`src/common/hci_ecc_pkg.sv`:
```
// ----------------------------------------------------------------------
// hci ecc cluster slice shared types
// ----------------------------------------------------------------------

package hci_ecc_pkg;

  // bus geometry
  localparam int unsigned DATA_W     = 32;
  localparam int unsigned ECC_W      = 7;
  localparam int unsigned ADDR_W     = 8;
  localparam int unsigned BE_W       = DATA_W / 8;
  localparam int unsigned BANK_WORDS = 2 ** ADDR_W;
  localparam int unsigned NB_PORTS   = 2;

  typedef logic [DATA_W-1:0]           data_t;
  typedef logic [ECC_W-1:0]            ecc_t;
  typedef logic [ADDR_W-1:0]           addr_t;
  typedef logic [BE_W-1:0]             be_t;
  typedef logic [ECC_W-1:0]            syndrome_t;
  // bit 0 single error corrected, bit 1 double error detected
  typedef logic [1:0]                  err_t;
  typedef logic [$clog2(NB_PORTS)-1:0] port_idx_t;

  // one parity mask per check bit
  typedef logic [ECC_W-1:0][DATA_W-1:0] ecc_masks_t;

  // protected side, wen high means read
  typedef struct packed {
    logic  req;
    addr_t add;
    logic  wen;
    be_t   be;
    data_t data;
    ecc_t  ecc;
  } ecc_req_t;

  typedef struct packed {
    logic  r_valid;
    data_t r_data;
    ecc_t  r_ecc;
  } ecc_rsp_t;

  // plain side toward the bank
  typedef struct packed {
    logic  req;
    addr_t add;
    logic  wen;
    be_t   be;
    data_t data;
  } mem_req_t;

  typedef struct packed {
    logic  r_valid;
    data_t r_data;
  } mem_rsp_t;

  // hsiao columns: first 32 weight-3 codes in ascending order
  // all columns odd and distinct, none equal to a check-bit column
  function automatic ecc_masks_t gen_ecc_masks();
    ecc_masks_t  masks;
    int unsigned col_idx;
    masks   = '0;
    col_idx = 0;
    for (int unsigned code = 1; code < 2 ** ECC_W; code++) begin
      if ($countones(code[ECC_W-1:0]) == 3 && col_idx < DATA_W) begin
        for (int unsigned k = 0; k < ECC_W; k++) begin
          masks[k][col_idx] = code[k];
        end
        col_idx++;
      end
    end
    return masks;
  endfunction

  localparam ecc_masks_t ECC_MASKS = gen_ecc_masks();

  // check bit k is even parity over the data bits of mask k
  function automatic ecc_t secded_encode(data_t data);
    ecc_t ecc;
    for (int unsigned k = 0; k < ECC_W; k++) begin
      ecc[k] = ^(data & ECC_MASKS[k]);
    end
    return ecc;
  endfunction

endpackage

```
`src/ecc/secded_39_32_dec.sv`:
```
// ----------------------------------------------------------------------
// secded 39/32 decoder
// ----------------------------------------------------------------------

module secded_39_32_dec (
  input  hci_ecc_pkg::data_t     data_i,
  input  hci_ecc_pkg::ecc_t      ecc_i,
  output hci_ecc_pkg::data_t     data_o,
  output hci_ecc_pkg::syndrome_t syndrome_o,
  output hci_ecc_pkg::err_t      err_o
);

  import hci_ecc_pkg::*;

  syndrome_t syndrome;
  data_t     flip_mask;

  // received check bits against the ones recomputed from the data
  assign syndrome = ecc_i ^ secded_encode(data_i);

  // look for a data column equal to the syndrome
  always_comb begin : find_column
    ecc_t column;
    flip_mask = '0;
    for (int unsigned j = 0; j < DATA_W; j++) begin
      for (int unsigned k = 0; k < ECC_W; k++) begin
        column[k] = ECC_MASKS[k][j];
      end
      if (syndrome == column) begin
        flip_mask[j] = 1'b1;
      end
    end
  end

  // only one bit can match since the columns are distinct
  assign data_o = data_i ^ flip_mask;

  // odd weight is a single error, even nonzero weight a double error
  // an odd syndrome with no data column is a check-bit hit, data left as is
  always_comb begin
    err_o = 2'b00;
    if (syndrome != '0) begin
      if (^syndrome) begin
        err_o = 2'b01;
      end else begin
        err_o = 2'b10;
      end
    end
  end

  assign syndrome_o = syndrome;

  // no clock here, so check every settled evaluation
  always_comb begin
    assert final (err_o != 2'b11)
      else $error("secded decoder flags single and double error at once");
  end

endmodule

```
`src/ecc/hci_core_ecc_dec.sv`:
```
// ----------------------------------------------------------------------
// per-port ecc removal
// ----------------------------------------------------------------------

module hci_core_ecc_dec (
  input  logic                   clk_i,
  input  logic                   reset_i,
  input  hci_ecc_pkg::ecc_req_t  bus_in_req_i,
  output logic                   bus_in_gnt_o,
  output hci_ecc_pkg::ecc_rsp_t  bus_in_rsp_o,
  output hci_ecc_pkg::mem_req_t  bus_out_req_o,
  input  logic                   bus_out_gnt_i,
  input  hci_ecc_pkg::mem_rsp_t  bus_out_rsp_i,
  output hci_ecc_pkg::syndrome_t syndrome_o,
  output hci_ecc_pkg::err_t      err_o
);

  import hci_ecc_pkg::*;

  data_t     data_corrected;
  syndrome_t syndrome_raw;
  err_t      err_raw;

  // correct the write data and its check bits
  secded_39_32_dec i_secded_dec (
    .data_i     ( bus_in_req_i.data ),
    .ecc_i      ( bus_in_req_i.ecc  ),
    .data_o     ( data_corrected    ),
    .syndrome_o ( syndrome_raw      ),
    .err_o      ( err_raw           )
  );

  // request side, check bits dropped
  assign bus_out_req_o.req  = bus_in_req_i.req;
  assign bus_out_req_o.add  = bus_in_req_i.add;
  assign bus_out_req_o.wen  = bus_in_req_i.wen;
  assign bus_out_req_o.be   = bus_in_req_i.be;
  assign bus_out_req_o.data = data_corrected;
  assign bus_in_gnt_o       = bus_out_gnt_i;

  // status only meaningful while a request is up
  assign syndrome_o = bus_in_req_i.req ? syndrome_raw : '0;
  assign err_o      = bus_in_req_i.req ? err_raw : '0;

  // response side, fresh check bits on the read data
  assign bus_in_rsp_o.r_valid = bus_out_rsp_i.r_valid;
  assign bus_in_rsp_o.r_data  = bus_out_rsp_i.r_data;
  assign bus_in_rsp_o.r_ecc   = secded_encode(bus_out_rsp_i.r_data);

  // every response needs a transfer on this port one cycle before
  assert property (@(posedge clk_i) disable iff (reset_i)
    bus_out_rsp_i.r_valid |-> $past(bus_in_req_i.req && bus_out_gnt_i))
    else $error("r_valid without a grant in the previous cycle");

endmodule

```
`config.mk`:
```
export PLATFORM = sky130hd
export DESIGN_NAME = hci_core_ecc_dec
export DESIGN_NICKNAME = d
export VERILOG_FILES = /design/src/common/hci_ecc_pkg.sv /design/src/ecc/secded_39_32_dec.sv /design/src/ecc/hci_core_ecc_dec.sv
export SDC_FILE = /design/constraint.sdc
export NUM_CORES = 1
export LEC_CHECK = 0
export BUFFER_PORTS_ARGS = -buffer_cell sky130_fd_sc_hd__buf_4
export CAP_MARGIN = 0
export CORE_ASPECT_RATIO = 1.2
export CORE_MARGIN = 4
export CORE_UTILIZATION = 44
export DETAILED_ROUTE_END_ITERATION = 10
export PLACE_DENSITY_LB_ADDON = 0.1
export REMOVE_ABC_BUFFERS = 1
export SETUP_SLACK_MARGIN = 0.5
export SYNTH_ARGS = -nofsm -noshare
export SYNTH_HDL_FRONTEND = slang
export SYNTH_SLANG_ARGS = --single-unit
```
`constraint.sdc`:
```
create_clock -name vclk -period 4.4
set_clock_uncertainty 0.1 [all_clocks]
set_input_delay 0.88 -clock vclk [all_inputs]
set_output_delay 0.88 -clock vclk [all_outputs]
set_load 0.05 [all_outputs]
```
==> qor.log, run 1 <==
qor: status.run_status finished, violations left
qor: status.violations negative setup slack
qor: power_and_ir_drop.power.density_cell_area 705 mW/mm²
qor: hold_path.hold_path_depth 0
qor: detailed_routing.drt_iter0_drc 102
qor: worst_setup_path.worst-path-buf-inv 2
qor: layout.layout.cell_area.non_filler 0.00486 mm²
qor: detailed_routing.wl 11200 µm
qor: global_route.first_global_vias 2730
qor: synth.synth_top_family_by_area XOR/XNOR gates
qor: layout.seq_cell_count 0
qor: hold_path.min_delay_worst_endpoint bus_out_req_o[32]
qor: worst_setup_path.slowest_stage_delay_cp 0.37 ns
qor: hold_path.hold_start bus_in_req_i[39]
qor: power_and_ir_drop.power 3.43 mW
qor: synth.ys.warnings.count 0
qor: hold_path.hold_path_class input port to output pin
qor: placement.dpl_worst_slack -0.0964 ns
qor: layout.area.growth.synth_to_final 84.9%
qor: layout.instances_no_fill 534
qor: synth.synthSimpleGateAreaFrac 0.0790
qor: timing.timing_max_transition_violations_final 0
qor: timing.timing.final.crit_share 1.02
qor: synth.post_synth_fa_ha_maj_area_fraction 0.0238
qor: layout.area_of_combinational_cells_with_multiple_inputs 0.00292 mm²
qor: placement.total_placed_cells_including_tap_cells 498
qor: power_and_ir_drop.power.leakage 2.16 nW
qor: layout.seqCellArea 0 µm²
qor: layout.num-fill-cells 323
qor: synth.synth_xor_xnor_area_share 0.651
qor: synth.synthesized_area_fraction_occupied_by_ao_oa_aoi_and_oai_cells 0.0904
qor: layout.number_of_inserted_diodes 0
qor: worst_setup_path.cp-start-kind input port
qor: worst_setup_path.required_time_worst_endpoint 3.42 ns
qor: global_route.grt.overflow.total 0
qor: placement.detailed_place_hpwl 7220 µm
qor: worst_setup_path.setup.worst_path.end_class output pin
qor: placement.gp_routability_congestion 0.865
qor: layout.commonest_cells_after_routing_fill_and_taps_aside buf_4 (177), xnor2_1 (74), xor2_1 (50), buf_6 (31), xnor2_2 (18)
qor: worst_setup_path.crit_family XOR/XNOR gates
qor: timing.final_critical_path_setup_slack -0.0956 ns
qor: layout.num-clock-buffers 0
qor: timing.transition_at_the_pin_with_the_smallest_max_transition_slack 0.435 ns
qor: clocking.cts-hold-fix-buffers 0
qor: floorplanning.core_area 0.00574 mm²
qor: synth.netlist_area 0.00263 mm²
qor: placement.post_dp_cell_area 0.00371 mm²
qor: synth.syn-instance-count 288
qor: detailed_routing.detailed_route_via_count 2727
qor: worst_setup_path.data_arrival_time_of_the_critical_path 3.52 ns
qor: synth.syn_area_per_cell 9.13 µm²
qor: worst_setup_path.crit_top_cell xnor2_2
qor: detailed_routing.viasPerCell 5.11
qor: timing.hold_viol_final 0
qor: floorplanning.ioPinCount 185
qor: layout.nets 550
qor: worst_setup_path.critPathKind input port to output pin
qor: worst_setup_path.crit_path_max_fanout 3
qor: detailed_routing.antenna_left 0
qor: timing.max_slew_margin 0.710
qor: global_route.number_of_antenna_violations_at_the_first_check_in_global_routing 0
qor: worst_setup_path.critical_path.cell_chain buf_4 -> xor2_2 -> xnor2_2 -> xnor2_2 -> xnor2_2 -> xnor2_2 -> ha_1 -> xnor2_4 -> xnor3_1 -> xnor2_1 -> nor3b_2 -> buf_6
qor: timing.fmax 222 MHz
qor: power_and_ir_drop.power.ir.vdd_worst 0.978 mV
qor: timing.final-setup-viol-count 2
qor: synth.share_of_the_yosys_chip_area_belonging_to_registers 0
qor: global_route.grt_first_pass_wirelength 13700 µm
qor: layout.final_common_cell buf_4
qor: job.maxCapViolCount 0
qor: floorplanning.placementRows 30
qor: floorplanning.die_w 78.6 µm
qor: layout.drive_gt1_frac 0.687
qor: global_route.grt_util_all_layers 0.236
qor: layout.post-route-util 0.846
qor: detailed_routing.dr.pass1.iters 5
qor: synth.synthMuxAreaShare 0
qor: worst_setup_path.timing.critical_path.slowest_stage_cell ha_1
qor: detailed_routing.post_drt_wl_per_cell 21.0 µm
qor: synth.netlist-cell-type-count 27
qor: timing.period_minus_slack 4.50 ns
qor: detailed_routing.drt_drc_violations_left 0
qor: placement.place.port_buffers 153
qor: floorplanning.die_height 92.7 µm
qor: floorplanning.start_util 0.458
qor: timing.rsz0062_at_grt true
qor: global_route.grt_start_max_net_pins 10
qor: floorplanning.dieArea 0.00728 mm²
[through the flow]
stage	TNS, ns	hold WS [ns]
global route	-0.292	1.66
global placement	-0.108	1.66
finish	-0.141	1.66
CTS	0	1.66
floorplan	-1.99	1.66
detailed placement	-0.112	1.66
[power breakdown]
group	internal, mW	leakage, nW	switching (mW)
combinational	1.41	2.16	2.01
sequential	0	0	0
clock	0	0	0
[cell usage after synthesis, types with 3 or more instances]
| cell type | number | area (µm²) |
|---|---|---|
| a2111oi_2 | 3 | 45.0 |
| a211oi_1 | 13 | 97.6 |
| nand2_1 | 4 | 15.0 |
| inv_1 | 8 | 30.0 |
| nor2_1 | 11 | 41.3 |
| or3_1 | 3 | 18.8 |
| xnor3_2 | 4 | 95.1 |
| nor3_1 | 3 | 15.0 |
| xnor2_1 | 95 | 832 |
| buf_4 | 49 | 368 |
| nand3_1 | 5 | 25.0 |
| xnor3_1 | 9 | 203 |
| a211oi_2 | 6 | 75.1 |
| xor2_1 | 53 | 464 |
| ha_1 | 5 | 62.6 |
[layout make-up]
class                           count  area share
Inverter                            8     0.00850
Multi-Input combinational cell    231       0.601
Tap cell                           80      0.0206
Timing Repair Buffer              215       0.370
[how the worst max path moves through the flow]
stage               endpoint             start  slack, ns  depth (start not counted)
finish              err_o[1]  bus_in_req_i[33]       -0.1                         12
floorplan           err_o[0]  bus_in_req_i[30]      -0.53                          9
global placement    err_o[1]  bus_in_req_i[30]      -0.08                         11
detailed placement  err_o[1]  bus_in_req_i[30]       -0.1                         11
CTS                 err_o[1]  bus_in_req_i[31]       0.07                         11
global route        err_o[1]  bus_in_req_i[33]      -0.17                         12
[per-layer routing]
metal,share of wire,track usage,vias up
li1,-,-,1230
met1,0.34,0.256,1307
met2,0.55,0.462,172
met3,0.084,0.0506,18
met4,0.020,0.0364,0
met5,0,0.0308,-
[kinds of logic after synthesis]
kind of cell,Yosys count
buf+inv,58
simple gates,34
fa+ha+maj,5
xor+xnor,167
compound gates,24
[repair_timing]
| item | in CTS | in global routing |
|---|---|---|
| endpoints found under the hold margin | 0 | 0 |
| cloned | 0 | 1 |
| buffers inserted | 18 | 17 |
| pin swaps | 39 | 40 |
| gates resized for setup | 86 | 73 |
| endpoints found under the setup margin | 34 | 35 |
Power figures use the tool's default switching activity.
==> run 2: changes to the inputs <==
- PLACE_DENSITY_LB_ADDON: 0.1 -> 0.25
==> qor.log, run 2 (synthesis results as in run 1) <==
qor: global_route.first_global_vias 2790 [+2.2%]
qor: placement.place.port_buffers 153 [unchanged]
qor: detailed_routing.detailed_route_via_count 2848 [+4.4%]
qor: detailed_routing.drt_drc_violations_left 0 [unchanged]
qor: detailed_routing.drt_iter0_drc 108 [+5.9%]
qor: power_and_ir_drop.power.leakage 2.25 nW [+3.8%]
qor: worst_setup_path.required_time_worst_endpoint 3.42 ns [about the same]
qor: layout.num-clock-buffers 0 [unchanged]
qor: timing.timing.final.crit_share 1.01 [-0.0151]
qor: timing.max_slew_margin 0.704 [-0.00605]
qor: floorplanning.placementRows 30 [unchanged]
qor: power_and_ir_drop.power.density_cell_area 704 mW/mm² [-0.17%]
qor: layout.commonest_cells_after_routing_fill_and_taps_aside buf_4 (181), xnor2_1 (67), xor2_1 (48), buf_6 (29), xnor2_2 (24)
qor: timing.transition_at_the_pin_with_the_smallest_max_transition_slack 0.441 ns [+0.00695 ns]
qor: timing.final_critical_path_setup_slack -0.0289 ns [+0.0666 ns]
qor: timing.final-setup-viol-count 2 [unchanged]
qor: floorplanning.ioPinCount 185 [unchanged]
qor: detailed_routing.route.met3.wl 1120 µm [+19%]
qor: detailed_routing.dr.pass1.iters 4 [-1]
qor: floorplanning.die_w 78.6 µm [unchanged]
qor: timing.hold_viol_final 0 [unchanged]
qor: detailed_routing.met2_wirelength 6820 µm [+10%]
qor: clocking.cts-hold-fix-buffers 0 [unchanged]
qor: layout.num-fill-cells 291 [-9.9%]
qor: worst_setup_path.data_arrival_time_of_the_critical_path 3.45 ns [-0.07 ns]
qor: floorplanning.dieArea 0.00728 mm² [unchanged]
qor: status.run_status finished, violations left
qor: detailed_routing.met1_length 4070 µm [+6.1%]
qor: detailed_routing.antenna_left 0 [unchanged]
qor: detailed_routing.highest-signal-layer met5
qor: floorplanning.core_area 0.00574 mm² [unchanged]
qor: floorplanning.die_height 92.7 µm [unchanged]
qor: global_route.grt_start_max_net_pins 10 [unchanged]
qor: layout.nets 555 [+0.91%]
qor: layout.layout.cell_area.non_filler 0.00503 mm² [+3.5%]
qor: detailed_routing.wl 12600 µm [+12%]
qor: timing.fmax 226 MHz [+1.5%]
qor: job.maxCapViolCount 0 [unchanged]
qor: worst_setup_path.cp-start-kind input port
qor: timing.final.setup.tns -0.0336 ns [+0.107 ns]
qor: power_and_ir_drop.power.ir.vdd_worst 0.771 mV [-21%]
qor: placement.post_dp_cell_area 0.00369 mm² [-0.61%]
qor: timing.timing_max_transition_violations_final 0 [unchanged]
qor: global_route.grt.overflow.total 0 [unchanged]
qor: power_and_ir_drop.power 3.54 mW [+3.3%]
qor: hold_path.min_delay_worst_endpoint bus_out_req_o[32]
qor: layout.seqCellArea 0 µm² [unchanged]
qor: placement.total_placed_cells_including_tap_cells 495 [-0.60%]
qor: timing.rsz0062_at_grt true
qor: worst_setup_path.critPathKind input port to output pin
qor: status.violations negative setup slack
qor: placement.gp_routability_congestion 0.845 [-2.3%]
qor: detailed_routing.post_drt_wl_per_cell 23.3 µm [+11%]
qor: layout.drive_gt1_frac 0.715 [+0.0274]
qor: global_route.grt_util_all_layers 0.252 [+0.0160]
qor: global_route.grt_first_pass_wirelength 14500 µm [+5.6%]
qor: layout.instances_no_fill 539 [+0.94%]
qor: floorplanning.start_util 0.458 [unchanged]
qor: layout.final_common_cell buf_4
qor: hold_path.hold_path_depth 0 [unchanged]
qor: worst_setup_path.crit_path_max_fanout 2 [-1]
qor: global_route.number_of_antenna_violations_at_the_first_check_in_global_routing 0 [unchanged]
qor: worst_setup_path.setup.worst_path.end_class output pin
qor: layout.seq_cell_count 0 [unchanged]
qor: placement.detailed_place_hpwl 7340 µm [+1.7%]
qor: layout.area.growth.synth_to_final 91.3%
qor: timing.period_minus_slack 4.43 ns [-0.0666 ns]
qor: detailed_routing.viasPerCell 5.28 [+3.5%]
qor: hold_path.hold_start bus_in_req_i[39]
qor: hold_path.hold_path_class input port to output pin
qor: layout.number_of_inserted_diodes 0 [unchanged]
[run 2: stage by stage]
step	utilization	hold slack [ns]	setup WS [ns]
2_1_floorplan	-	1.66	-0.534
3_3_place_gp	0.643	1.66	-0.0191
3_5_place_dp	0.643	1.66	-0.0528
4_1_cts	0.771	1.66	0.131
5_1_grt	0.876	1.66	-0.0870
6_report	0.876	1.66	-0.0289
[run 2: worst max-delay path, stage by stage]
cell	delay, ns
buf_6	0.10
xnor3_1	0.41
xnor3_2	0.32
xor2_4	0.19
xnor2_2	0.27
ha_4	0.25
xnor2_2	0.16
xnor3_1	0.28
xnor2_2	0.16
nor3_1	0.19
buf_4	0.23
[run 2: power by group]
group	switching (mW)	leakage, nW	total (mW)	internal (mW)
sequential	0	0	0	0
combinational	2.05	2.25	3.54	1.49
clock	0	0	0	0
[run 2: worst max path at each step]
stage,startpoint,to,slack [ns],cells past startpoint
after detailed placement,bus_in_req_i[30],err_o[1],-0.05,13
after global routing,bus_in_req_i[11],err_o[1],-0.09,11
after global placement,bus_in_req_i[30],err_o[1],-0.02,11
after CTS,bus_in_req_i[30],err_o[1],0.13,11
after floorplan,bus_in_req_i[30],err_o[0],-0.53,9
final,bus_in_req_i[30],err_o[0],-0.03,11
[run 2: cell type report]
type,instances,area (µm²),share of cell area
inverter,8,40.0,0.00796
tap,80,100,0.0199
timing repair buffer,220,1870,0.371
multi-input combinational,231,3020,0.601
[run 2: timing repair]
item	4_1_cts	5_1_grt
resized for setup	103	69
buffers inserted	22	21
pin swaps	46	50
endpoints found under the hold margin	0	0
cloned	0	1
setup endpoints to repair	34	34
[run 2: layer usage]
metal,vias up,track usage
li1,1234,-
met3,40,0.0661
met2,212,0.506
met1,1360,0.253
met4,2,0.0408
met5,-,0.0538
