File: src/common/hci_ecc_pkg.sv
// ----------------------------------------------------------------------
// hci ecc cluster slice shared types
// ----------------------------------------------------------------------

package hci_ecc_pkg;

  // bus geometry
  localparam int unsigned DATA_W     = 32;
  localparam int unsigned ECC_W      = 7;
  localparam int unsigned ADDR_W     = 8;
  localparam int unsigned BE_W       = DATA_W / 8;
  localparam int unsigned BANK_WORDS = 2 ** ADDR_W;
  localparam int unsigned NB_PORTS   = 2;

  typedef logic [DATA_W-1:0]           data_t;
  typedef logic [ECC_W-1:0]            ecc_t;
  typedef logic [ADDR_W-1:0]           addr_t;
  typedef logic [BE_W-1:0]             be_t;
  typedef logic [ECC_W-1:0]            syndrome_t;
  // bit 0 single error corrected, bit 1 double error detected
  typedef logic [1:0]                  err_t;
  typedef logic [$clog2(NB_PORTS)-1:0] port_idx_t;

  // one parity mask per check bit
  typedef logic [ECC_W-1:0][DATA_W-1:0] ecc_masks_t;

  // protected side, wen high means read
  typedef struct packed {
    logic  req;
    addr_t add;
    logic  wen;
    be_t   be;
    data_t data;
    ecc_t  ecc;
  } ecc_req_t;

  typedef struct packed {
    logic  r_valid;
    data_t r_data;
    ecc_t  r_ecc;
  } ecc_rsp_t;

  // plain side toward the bank
  typedef struct packed {
    logic  req;
    addr_t add;
    logic  wen;
    be_t   be;
    data_t data;
  } mem_req_t;

  typedef struct packed {
    logic  r_valid;
    data_t r_data;
  } mem_rsp_t;

  // hsiao columns: first 32 weight-3 codes in ascending order
  // all columns odd and distinct, none equal to a check-bit column
  function automatic ecc_masks_t gen_ecc_masks();
    ecc_masks_t  masks;
    int unsigned col_idx;
    masks   = '0;
    col_idx = 0;
    for (int unsigned code = 1; code < 2 ** ECC_W; code++) begin
      if ($countones(code[ECC_W-1:0]) == 3 && col_idx < DATA_W) begin
        for (int unsigned k = 0; k < ECC_W; k++) begin
          masks[k][col_idx] = code[k];
        end
        col_idx++;
      end
    end
    return masks;
  endfunction

  localparam ecc_masks_t ECC_MASKS = gen_ecc_masks();

  // check bit k is even parity over the data bits of mask k
  function automatic ecc_t secded_encode(data_t data);
    ecc_t ecc;
    for (int unsigned k = 0; k < ECC_W; k++) begin
      ecc[k] = ^(data & ECC_MASKS[k]);
    end
    return ecc;
  endfunction

endpackage

File: src/hci_rr_arbiter.sv
// ----------------------------------------------------------------------
// round-robin bank arbiter
// ----------------------------------------------------------------------

module hci_rr_arbiter (
  input  logic                                              clk_i,
  input  logic                                              reset_i,
  input  hci_ecc_pkg::mem_req_t [hci_ecc_pkg::NB_PORTS-1:0] port_req_i,
  output logic                  [hci_ecc_pkg::NB_PORTS-1:0] port_gnt_o,
  output hci_ecc_pkg::mem_rsp_t [hci_ecc_pkg::NB_PORTS-1:0] port_rsp_o,
  output hci_ecc_pkg::mem_req_t                             mem_req_o,
  input  hci_ecc_pkg::data_t                                mem_rdata_i
);

  import hci_ecc_pkg::*;

  port_idx_t rr_ptr_q;
  port_idx_t winner;
  logic      win_valid;
  port_idx_t rsp_idx_q;
  logic      rsp_valid_q;
  port_idx_t ptr_next;

  // first requester at or after the pointer wins
  always_comb begin : pick_winner
    int unsigned cand;
    winner    = rr_ptr_q;
    win_valid = 1'b0;
    for (int unsigned i = 0; i < NB_PORTS; i++) begin
      cand = (rr_ptr_q + i) % NB_PORTS;
      if (!win_valid && port_req_i[cand].req) begin
        win_valid = 1'b1;
        winner    = port_idx_t'(cand);
      end
    end
  end

  always_comb begin
    port_gnt_o         = '0;
    port_gnt_o[winner] = win_valid;
  end

  // with no requester the pointed port is idle, so req stays low
  assign mem_req_o = port_req_i[winner];

  // pointer lands just past the winner
  assign ptr_next = (winner == port_idx_t'(NB_PORTS - 1)) ? '0 : winner + 1'b1;

  always_ff @(posedge clk_i) begin
    if (reset_i) begin
      rr_ptr_q    <= '0;
      rsp_idx_q   <= '0;
      rsp_valid_q <= 1'b0;
    end else begin
      rsp_valid_q <= win_valid;
      if (win_valid) begin
        rr_ptr_q  <= ptr_next;
        rsp_idx_q <= winner;
      end
    end
  end

  // bank data goes to everyone, r_valid only to last cycle's winner
  always_comb begin
    for (int unsigned p = 0; p < NB_PORTS; p++) begin
      port_rsp_o[p].r_valid = rsp_valid_q && (rsp_idx_q == port_idx_t'(p));
      port_rsp_o[p].r_data  = mem_rdata_i;
    end
  end

  assert property (@(posedge clk_i) disable iff (reset_i) $onehot0(port_gnt_o))
    else $error("more than one port granted");

endmodule

File: config.mk
export PLATFORM = sky130hd
export DESIGN_NAME = hci_rr_arbiter
export DESIGN_NICKNAME = d
export VERILOG_FILES = /design/src/common/hci_ecc_pkg.sv /design/src/hci_rr_arbiter.sv
export SDC_FILE = /design/constraint.sdc
export NUM_CORES = 1
export LEC_CHECK = 0
export BUFFER_PORTS_ARGS = -buffer_cell sky130_fd_sc_hd__buf_2
export CAP_MARGIN = 20
export CORE_AREA = 2 2 92 94
export CTS_CLUSTER_DIAMETER = 60
export DETAILED_ROUTE_END_ITERATION = 7
export DIE_AREA = 0 0 94 96
export HOLD_SLACK_MARGIN = 0.02
export PLACE_DENSITY = 0.53
export SLEW_MARGIN = 40
export SYNTH_ARGS = -nofsm -noshare
export SYNTH_HDL_FRONTEND = slang
export SYNTH_SLANG_ARGS = --single-unit
File: constraint.sdc
create_clock -name clk_i -period 2 [get_ports clk_i]
set_input_delay 0.3 -clock clk_i [delete_from_list [all_inputs] [get_ports clk_i]]
set_output_delay 0.3 -clock clk_i [all_outputs]
set_load 0.02 [all_outputs]
==> impl_metrics.yaml, run 1 <==
status:
  status: "complete, no violations"
floorplanning:
  coreArea_um2: 8050
  pin_count: 240
  chipWidth_um: 94
  fp.dieArea_um2: 9020
  start_util_pct: 17.0
  std_cell_rows: 33
  chipHeight_um: 96
sta:
  slew_viol_final: 0
  fmax_ghz: 0.513
  slew_headroom_pct: 85.5
  post-route-period-util_pct: 97.5
  hold_violations: 0
  setup_viol: 0
  skew_ps: 0.747
  tightestPinTransition_ps: 217
  hold_ws_ps: 275
  layout_min_cycle_time_ps: 1950
cts:
  numCtsBuffers: 3
  tritoncts: "built"
  clk-insertion-delay-late_ps: 210
  cts_setup_buffers: 0
  clk_path_buf_depth: 2
  cts_root_buf: "clkbuf_8"
  h-tree-depth: 1
  clk_pin_slew_ps: 30
  cts-hold-fix-buffers: 0
  cts_sinks: 3
routing:
  firstDrtPassIters: 4
  drt-initial-drc-count: 19
  drt_wl_total_um: 4090
  wl_per_cell_um: 12.8
  drtAntennaViolNets: 0
  viasPerCell: 3.61
  via_count: 1153
  drt_drc_violations_left: 0
synth:
  ys_seq_area_share_pct: 4.39
  synth_top_family_by_area: "multiplexers"
  ys_top_cells_by_area: "mux2_4 (44%), buf_4 (35%), buf_12 (5.9%), dfxtp_1 (4.4%), mux2_2 (4.1%)"
  yosys.area.top_type: "mux2_4"
  ys_top_cells_by_count: "buf_4 (64), mux2_4 (40), mux2_2 (5)"
  synth_warnings: 0
  synth_compound_area_share_pct: 1.65
  syn_area_per_cell_um2: 10.4
  synth_nets: 257
  ys_types: 17
  synth_top_area_share_pct: 43.9
  yosys_most_used_dff: "dfxtp_1"
  muxShareOfSynthArea_pct: 48.0
  synth_most_common_cell: "buf_4"
  yosys.area_share.simple_pct: 2.83
  syn-cell-area_um2: 1370
  synth_seq_cells: 3
  synth_fa_ha_area_share_pct: 0.823
  async_flop_share_pct: 0
  synth_edf_count: 0
  syn_inst: 131
  synth_xor_area_share_pct: 0
finish:
  nets: 341
  diodes: 0
  area_growth_pct: 30.7
  drive_above_1_share_pct: 93.9
power_and_ir_drop:
  ir_drop_mv: 0.371
  p_leak_uw: 0.00106
  p_per_area_nw_per_um2: 448
  power_uw: 802
global_routing:
  grt_pass1_vias: 985
  grt_max_degree: 34
  grt.overflow.total: 0
  grt_pass1_wl_um: 4690
  antenna_found_initial: 0
  grt_usage_pct: 6.64
hold_path:
  hp-start: "reset_i"
  hp-class: "in -> reg"
worst_setup_path:
  crit_path_start: "rr_ptr_q$_SDFFE_PP0N_"
  worstReg2RegStart: "rr_ptr_q$_SDFFE_PP0N_"
  required_ps: 1700
  path_class: "reg -> out"
  critPathMaxFanout: 8
  arrival_ps: 1650
  start_kind: "flop"
  endpoint_kind: "primary output"
placement:
  io_buffers: 143
  gp_congestion: 0.638
  dp_hpwl_um: 3360
run:
  drv_cap: 0
==> state kept, by name, summed over array words and instances (netlist names) <==
name and cells:
rr_ptr_q 1, rsp_valid_q 1, rsp_idx_q 1
==> metal layers <==
layer / vias to the layer above / global-route usage [%] / share of wire (%)
met1: 495 / 5.91 / 31
met5: - / 0 / 0
li1: 540 / - / -
met3: 21 / 2.04 / 13
met2: 97 / 12.9 / 53
met4: 0 / 4.23 / 2.8
==> worst paths after layout <==
check | to | slack (ps) | depth (start not counted)
hold reg to reg | rsp_idx_q$_SDFFE_PP0N_ | 510 | 2
setup reg to reg | rr_ptr_q$_SDFFE_PP0N_ | 1350 | 3
setup / recovery | mem_req_o[35] | 50 | 5
hold / removal | rr_ptr_q$_SDFFE_PP0N_ | 280 | 2
==> power breakdown <==
group | leakage (µW) | switching, µW | internal [µW]
registers | 0.0000253 | 3.04 | 65.1
logic | 0.00101 | 261 | 299
clock network | 0.0000228 | 38.4 | 136
==> cell usage in the layout, fill, tap and decap left out <==
cell	Yosys	routed
buf_8	0	1
clkbuf_8	0	3
nor2b_1	2	2
buf_12	4	1
dfxtp_1	3	2
inv_2	1	2
or2_2	1	1
and2_1	2	2
nor2_1	1	1
a21oi_1	2	2
o21bai_1	1	1
buf_6	1	1
mux2_4	40	40
clkbuf_1	0	1
dfxtp_2	0	1
buf_2	0	143
o21ai_0	1	1
nand2_1	1	1
mux2_2	5	5
maj3_4	0	1
clkbuf_16	0	2
==> timing repair <==
| action | in CTS | in global routing |
|---|---|---|
| endpoints found under the hold margin | 0 | 0 |
| endpoints found under the setup margin | 0 | 17 |
| resized for setup | 0 | 5 |
==> critical path: stages (launching register included) <==
cell	delay [ps]
dfxtp_2	330
inv_2	40
maj3_4	400
clkbuf_16	200
mux2_4	300
buf_2	160
==> through the flow <==
stage               TNS [ps]  utilization (%)  cell area (µm²)  setup slack, ps  std cells
floorplan                  0                -             1370              402        131
global placement           0             20.8             1670              198        312
detailed placement         0             20.8             1670              186        312
CTS                        0             21.3             1720             46.2        316
global route           -2.32             22.2             1790            -1.20        319
finish                     0             22.2             1790             49.4        319
==> cell families after synthesis <==
logic type | Yosys count
buffers and inverters | 71
adder cells (fa/ha/maj) | 1
AO/OA/AOI/OAI | 4
AND/OR/NAND/NOR | 7
flip-flops | 3
multiplexers | 45
==> final cells by class <==
type / instances / area [µm²]
Inverter: 2 / 7.51
Timing Repair Buffer: 148 / 812
Tap cell: 105 / 131
Fill cell: 904 / 6260
Multi-Input combinational cell: 57 / 732
Clock buffer: 4 / 45.0
Sequential cell: 3 / 61.3
No activity file was read; power rests on OpenSTA's default activity.
==> inputs of run 2 (changes only) <==
--- a/config.mk
+++ b/config.mk
@@ -8,6 +8,7 @@
 export BUFFER_PORTS_ARGS = -buffer_cell sky130_fd_sc_hd__buf_2
 export CAP_MARGIN = 20
 export CORE_AREA = 2 2 92 94
+export CTS_BUF_LIST = sky130_fd_sc_hd__clkbuf_4
 export CTS_CLUSTER_DIAMETER = 60
 export DETAILED_ROUTE_END_ITERATION = 7
 export DIE_AREA = 0 0 94 96
==> run 2 against run 1 <==
Global-route usage about the same. Sequential cell count unchanged. Worst setup slack got worse by 8.9 ps. Routed wire length increased by 4.6%. Clock-buffer cell count unchanged. Design area increased by 11%. Critical path depth unchanged. Cell count unchanged. Combinational power increased by 17%. Highest routed layer unchanged. Largest cell class unchanged.
==> impl_metrics.yaml, run 2 (synthesis results as in run 1) <==
finish:
  drive_above_1_share_pct: 94.4
  nets: 341
  multiInputGateArea_um2: 732
  area_growth_pct: 44.8
  fillCellCount: 869
  reg.largest.list: "rr_ptr_q: 1 flops, rsp_idx_q: 1 flops, rsp_valid_q: 1 flops"
  final_core_util_pct: 24.6
  final_common_cell: "buf_2"
  seqCellArea_um2: 61.3
  postLayoutCellArea_um2: 1980
  diodes: 0
  mostFrequentLayoutCells: "buf_2 (110), mux2_4 (40), buf_6 (33)"
global_routing:
  grt_max_degree: 34
  grt_pass1_vias: 984
  met1_usage_pct: 5.91
  top_usage_layer: "met2"
  grt_usage_pct: 6.67
  use_met2_pct: 12.9
  grt_pass1_wl_um: 4710
  grt.overflow.total: 0
  grt_use_met3_pct: 2.04
  antenna_found_initial: 0
sta:
  slew_headroom_pct: 85.6
  fmax_ghz: 0.510
  slew_viol_final: 0
  layout_min_cycle_time_ps: 1960
  hold_ws_ps: 257
  setup_viol: 0
  skew_ps: 0.445
  hold_violations: 0
  setup_slack_ps: 40.5
  rsz0062_at_grt: "yes"
  post-route-period-util_pct: 98.0
  tightestPinTransition_ps: 216
cts:
  tritoncts: "built"
  cts_root_buf: "clkbuf_4"
  h-tree-depth: 1
  clk_pin_slew_ps: 40
  cts-hold-fix-buffers: 0
  numCtsBuffers: 3
  clk-insertion-delay-late_ps: 230
  cts_sinks: 3
  clk_path_buf_depth: 2
  cts_setup_buffers: 0
power_and_ir_drop:
  power_uw: 843
  p_leak_uw: 0.00112
  ir_drop_mv: 0.258
  p_per_area_nw_per_um2: 425
routing:
  drt_drc_violations_left: 0
  via_count: 1155
  drt-initial-drc-count: 14
  drt_wl_total_um: 4280
  drtAntennaViolNets: 0
  firstDrtPassIters: 3
  wl_per_cell_um: 13.4
  viasPerCell: 3.62
placement:
  gp_congestion: 0.638
  dp_hpwl_um: 3360
  io_buffers: 143
  place_ws_ps: 186
  place_area_um2: 1670
worst_setup_path:
  critPathMaxFanout: 8
  crit_path_max_incr_delay_ps: 410
  worstReg2RegStart: "rr_ptr_q$_SDFFE_PP0N_"
  endpoint_kind: "primary output"
  crit_path_start: "rr_ptr_q$_SDFFE_PP0N_"
  path_class: "reg -> out"
  start_kind: "flop"
  slowest_stage: "maj3_4"
  critPathBufInv: 3
  required_ps: 1700
  critical_path.cell_chain: "inv_2 > maj3_4 > clkbuf_16 > mux2_4 > buf_6"
  arrival_ps: 1660
  path_delay_family: "adder cells"
run:
  drv_cap: 0
floorplanning:
  fp.dieArea_um2: 9020
  std_cell_rows: 33
  chipWidth_um: 94
  pin_count: 240
  start_util_pct: 17.0
  chipHeight_um: 96
  coreArea_um2: 8050
status:
  status: "complete, no violations"
hold_path:
  hp-class: "in -> reg"
  hp-start: "reset_i"
-- run 2: worst paths after layout --
path / end / slack, ps / cells after the start
setup reg to reg: rr_ptr_q$_SDFFE_PP0N_ / 1350 / 3
hold reg to reg: rsp_idx_q$_SDFFE_PP0N_ / 510 / 2
setup / recovery: mem_req_o[35] / 40 / 5
hold / removal: rr_ptr_q$_SDFFE_PP0N_ / 260 / 2
-- run 2: stage by stage --
step | std cells | setup TNS, ps
finish | 319 | 0
global route | 319 | -157
CTS | 316 | 0
detailed placement | 312 | 0
global placement | 312 | 0
floorplan | 131 | 0
-- run 2: power by group --
group	internal (µW)	total (µW)	switching [µW]
clock network	88.3	120	31.7
registers	65.0	68.0	3.04
logic	375	655	280
-- run 2: layout make-up --
class / count / area share (%)
Inverter: 2 / 0.379
Tap cell: 105 / 6.63
Sequential cell: 3 / 3.09
Clock buffer: 4 / 1.52
Multi-Input combinational cell: 57 / 36.9
Timing Repair Buffer: 148 / 51.5
-- run 2: per-layer routing --
| metal | routed length, µm | part of all wire [%] |
|---|---|---|
| met4 | 123 | 2.9 |
| met3 | 540 | 13 |
| met5 | 0 | 0 |
| met1 | 1310 | 31 |
| met2 | 2300 | 54 |
-- run 2: what timing repair did --
| action | in CTS | in global routing |
|---|---|---|
| resized for setup | 0 | 71 |
| endpoints found under the hold margin | 0 | 0 |
| setup endpoints to repair | 0 | 45 |
==> inputs of run 3 (changes only) <==
--- a/config.mk
+++ b/config.mk
@@ -7,13 +7,13 @@
 export LEC_CHECK = 0
 export BUFFER_PORTS_ARGS = -buffer_cell sky130_fd_sc_hd__buf_2
 export CAP_MARGIN = 20
-export CORE_AREA = 2 2 92 94
+export CORE_AREA = 5 5 90 92
 export CTS_BUF_LIST = sky130_fd_sc_hd__clkbuf_4
 export CTS_CLUSTER_DIAMETER = 60
 export DETAILED_ROUTE_END_ITERATION = 7
-export DIE_AREA = 0 0 94 96
+export DIE_AREA = 0 0 95 97
 export HOLD_SLACK_MARGIN = 0.02
-export PLACE_DENSITY = 0.53
+export PLACE_DENSITY = 0.69
 export SLEW_MARGIN = 40
 export SYNTH_ARGS = -nofsm -noshare
 export SYNTH_HDL_FRONTEND = slang
==> run 3 against run 2 <==
Clock-buffer cell count did not move. Die area rose by 2.1%. Critical path type unchanged. Via count rose by 4.7%. Sequential share of layout area barely moved. Register-to-register slack barely moved. Hold slack improved by 10 ps. Combinational power rose by 2%. Critical path depth did not move. Clock skew barely moved. Non-clock buffer count rose by 2. Sequential cell count did not move.
==> impl_metrics.yaml, run 3 (synthesis results as in run 1) <==
status:
  status: "complete, no violations"
power_and_ir_drop:
  p_leak_uw: 0.00114
  p_per_area_nw_per_um2: 429
  ir_drop_mv: 0.146
sta:
  hold_violations: 0
  tightestPinTransition_ps: 196
  setup_viol: 0
  slew_viol_final: 0
  skew_ps: 0.367
  tns_ps: 0
  setup_slack_ps: 18.7
  layout_min_cycle_time_ps: 1980
  slew_headroom_pct: 86.9
  fmax_ghz: 0.505
  post-route-period-util_pct: 99.1
  rsz0062_at_grt: "yes"
global_routing:
  grt_max_degree: 46
  grt_pass1_wl_um: 6460
  grt_pass1_vias: 1134
  grt_usage_pct: 9.17
  antenna_found_initial: 1
  grt.overflow.total: 0
floorplanning:
  std_cell_rows: 31
  chipHeight_um: 97
  pin_count: 240
  fp.dieArea_um2: 9220
  coreArea_um2: 7140
  start_util_pct: 19.2
  chipWidth_um: 95
cts:
  cts-hold-fix-buffers: 0
  cts_setup_buffers: 0
  clk_path_buf_depth: 2
  clk_pin_slew_ps: 40
  cts_sinks: 3
  numCtsBuffers: 3
  tritoncts: "built"
  clk-insertion-delay-late_ps: 230
  cts_root_buf: "clkbuf_4"
  h-tree-depth: 1
worst_setup_path:
  path_class: "reg -> out"
  ff2ff_setup_slack_ps: 1350
  arrival_ps: 1680
  endpoint_kind: "primary output"
  critPathMaxFanout: 11
  start_kind: "flop"
  required_ps: 1700
placement:
  io_buffers: 143
  place_ws_ps: 140
  gp_congestion: 0.808
  dp_hpwl_um: 4420
routing:
  drt-initial-drc-count: 15
  wl_per_cell_um: 17.5
  drtAntennaViolNets: 0
  drt_drc_violations_left: 0
  viasPerCell: 3.83
  firstDrtPassIters: 4
  via_count: 1209
  drt_wl_total_um: 5530
hold_path:
  hp-class: "in -> reg"
finish:
  nets: 343
  final_common_cell: "buf_2"
  reg.largest.list: "rr_ptr_q: 1 flops, rsp_idx_q: 1 flops, rsp_valid_q: 1 flops"
  mostFrequentLayoutCells: "buf_2 (115), mux2_4 (41), buf_6 (30)"
  drive_above_1_share_pct: 94.4
  fillCellCount: 766
  area_growth_pct: 45.3
run:
  drv_cap: 0
==> run 3: stage by stage <==
step                      power, µW  util, %  instances  hold slack (ps)  instance area (µm²)
after floorplan                 623        -        131              369                 1370
after global placement          603     23.2        305              493                 1660
after detailed placement        609     23.2        305              496                 1660
after CTS                       736     23.7        309              267                 1690
after global routing            904     27.9        316              278                 1990
final                           854     27.9        316              267                 1990
==> run 3: path summary, 6_finish.rpt <==
check,start,end,cells past startpoint
max,rr_ptr_q$_SDFFE_PP0N_,mem_req_o[13],5
min,reset_i,rr_ptr_q$_SDFFE_PP0N_,2
max reg2reg,rr_ptr_q$_SDFFE_PP0N_,rr_ptr_q$_SDFFE_PP0N_,3
min reg2reg,rr_ptr_q$_SDFFE_PP0N_,rsp_idx_q$_SDFFE_PP0N_,2
==> run 3: repair_timing <==
| action | in CTS | in global routing |
|---|---|---|
| endpoints found under the setup margin | 2 | 45 |
| gates resized for setup | 2 | 62 |
| pin swaps | 0 | 1 |
| cloned | 0 | 6 |
==> run 3: report_power, final <==
group / switching, µW / total (µW) / internal [µW]
sequential: 3.36 / 68.4 / 65.0
combinational: 290 / 668 / 377
clock: 29.6 / 118 / 88.2
==> run 3: final cells by class <==
cell class	count	area [µm²]	area share, %
inverter	2	7.51	0.377
antenna	1	2.50	0.126
sequential	3	61.3	3.08
multi-input combinational	57	736	37.0
clock buffer	4	30.0	1.51
timing repair buffer	150	1030	51.7
tap	99	124	6.23
==> run 3: per-layer routing <==
| metal | share of wire [%] | global-route usage (%) | up-vias |
|---|---|---|---|
| met5 | 0 | 0 | - |
| met4 | 4.5 | 5.22 | 0 |
| met2 | 52 | 16.8 | 110 |
| met1 | 30 | 8.67 | 517 |
| met3 | 13 | 3.10 | 33 |
| li1 | - | - | 549 |
==> run 3: critical path, stage by stage (launching register included) <==
cell and delay (ps):
dfxtp_2 330, inv_2 40, maj3_4 420, buf_12 190, mux2_4 300, buf_2 160
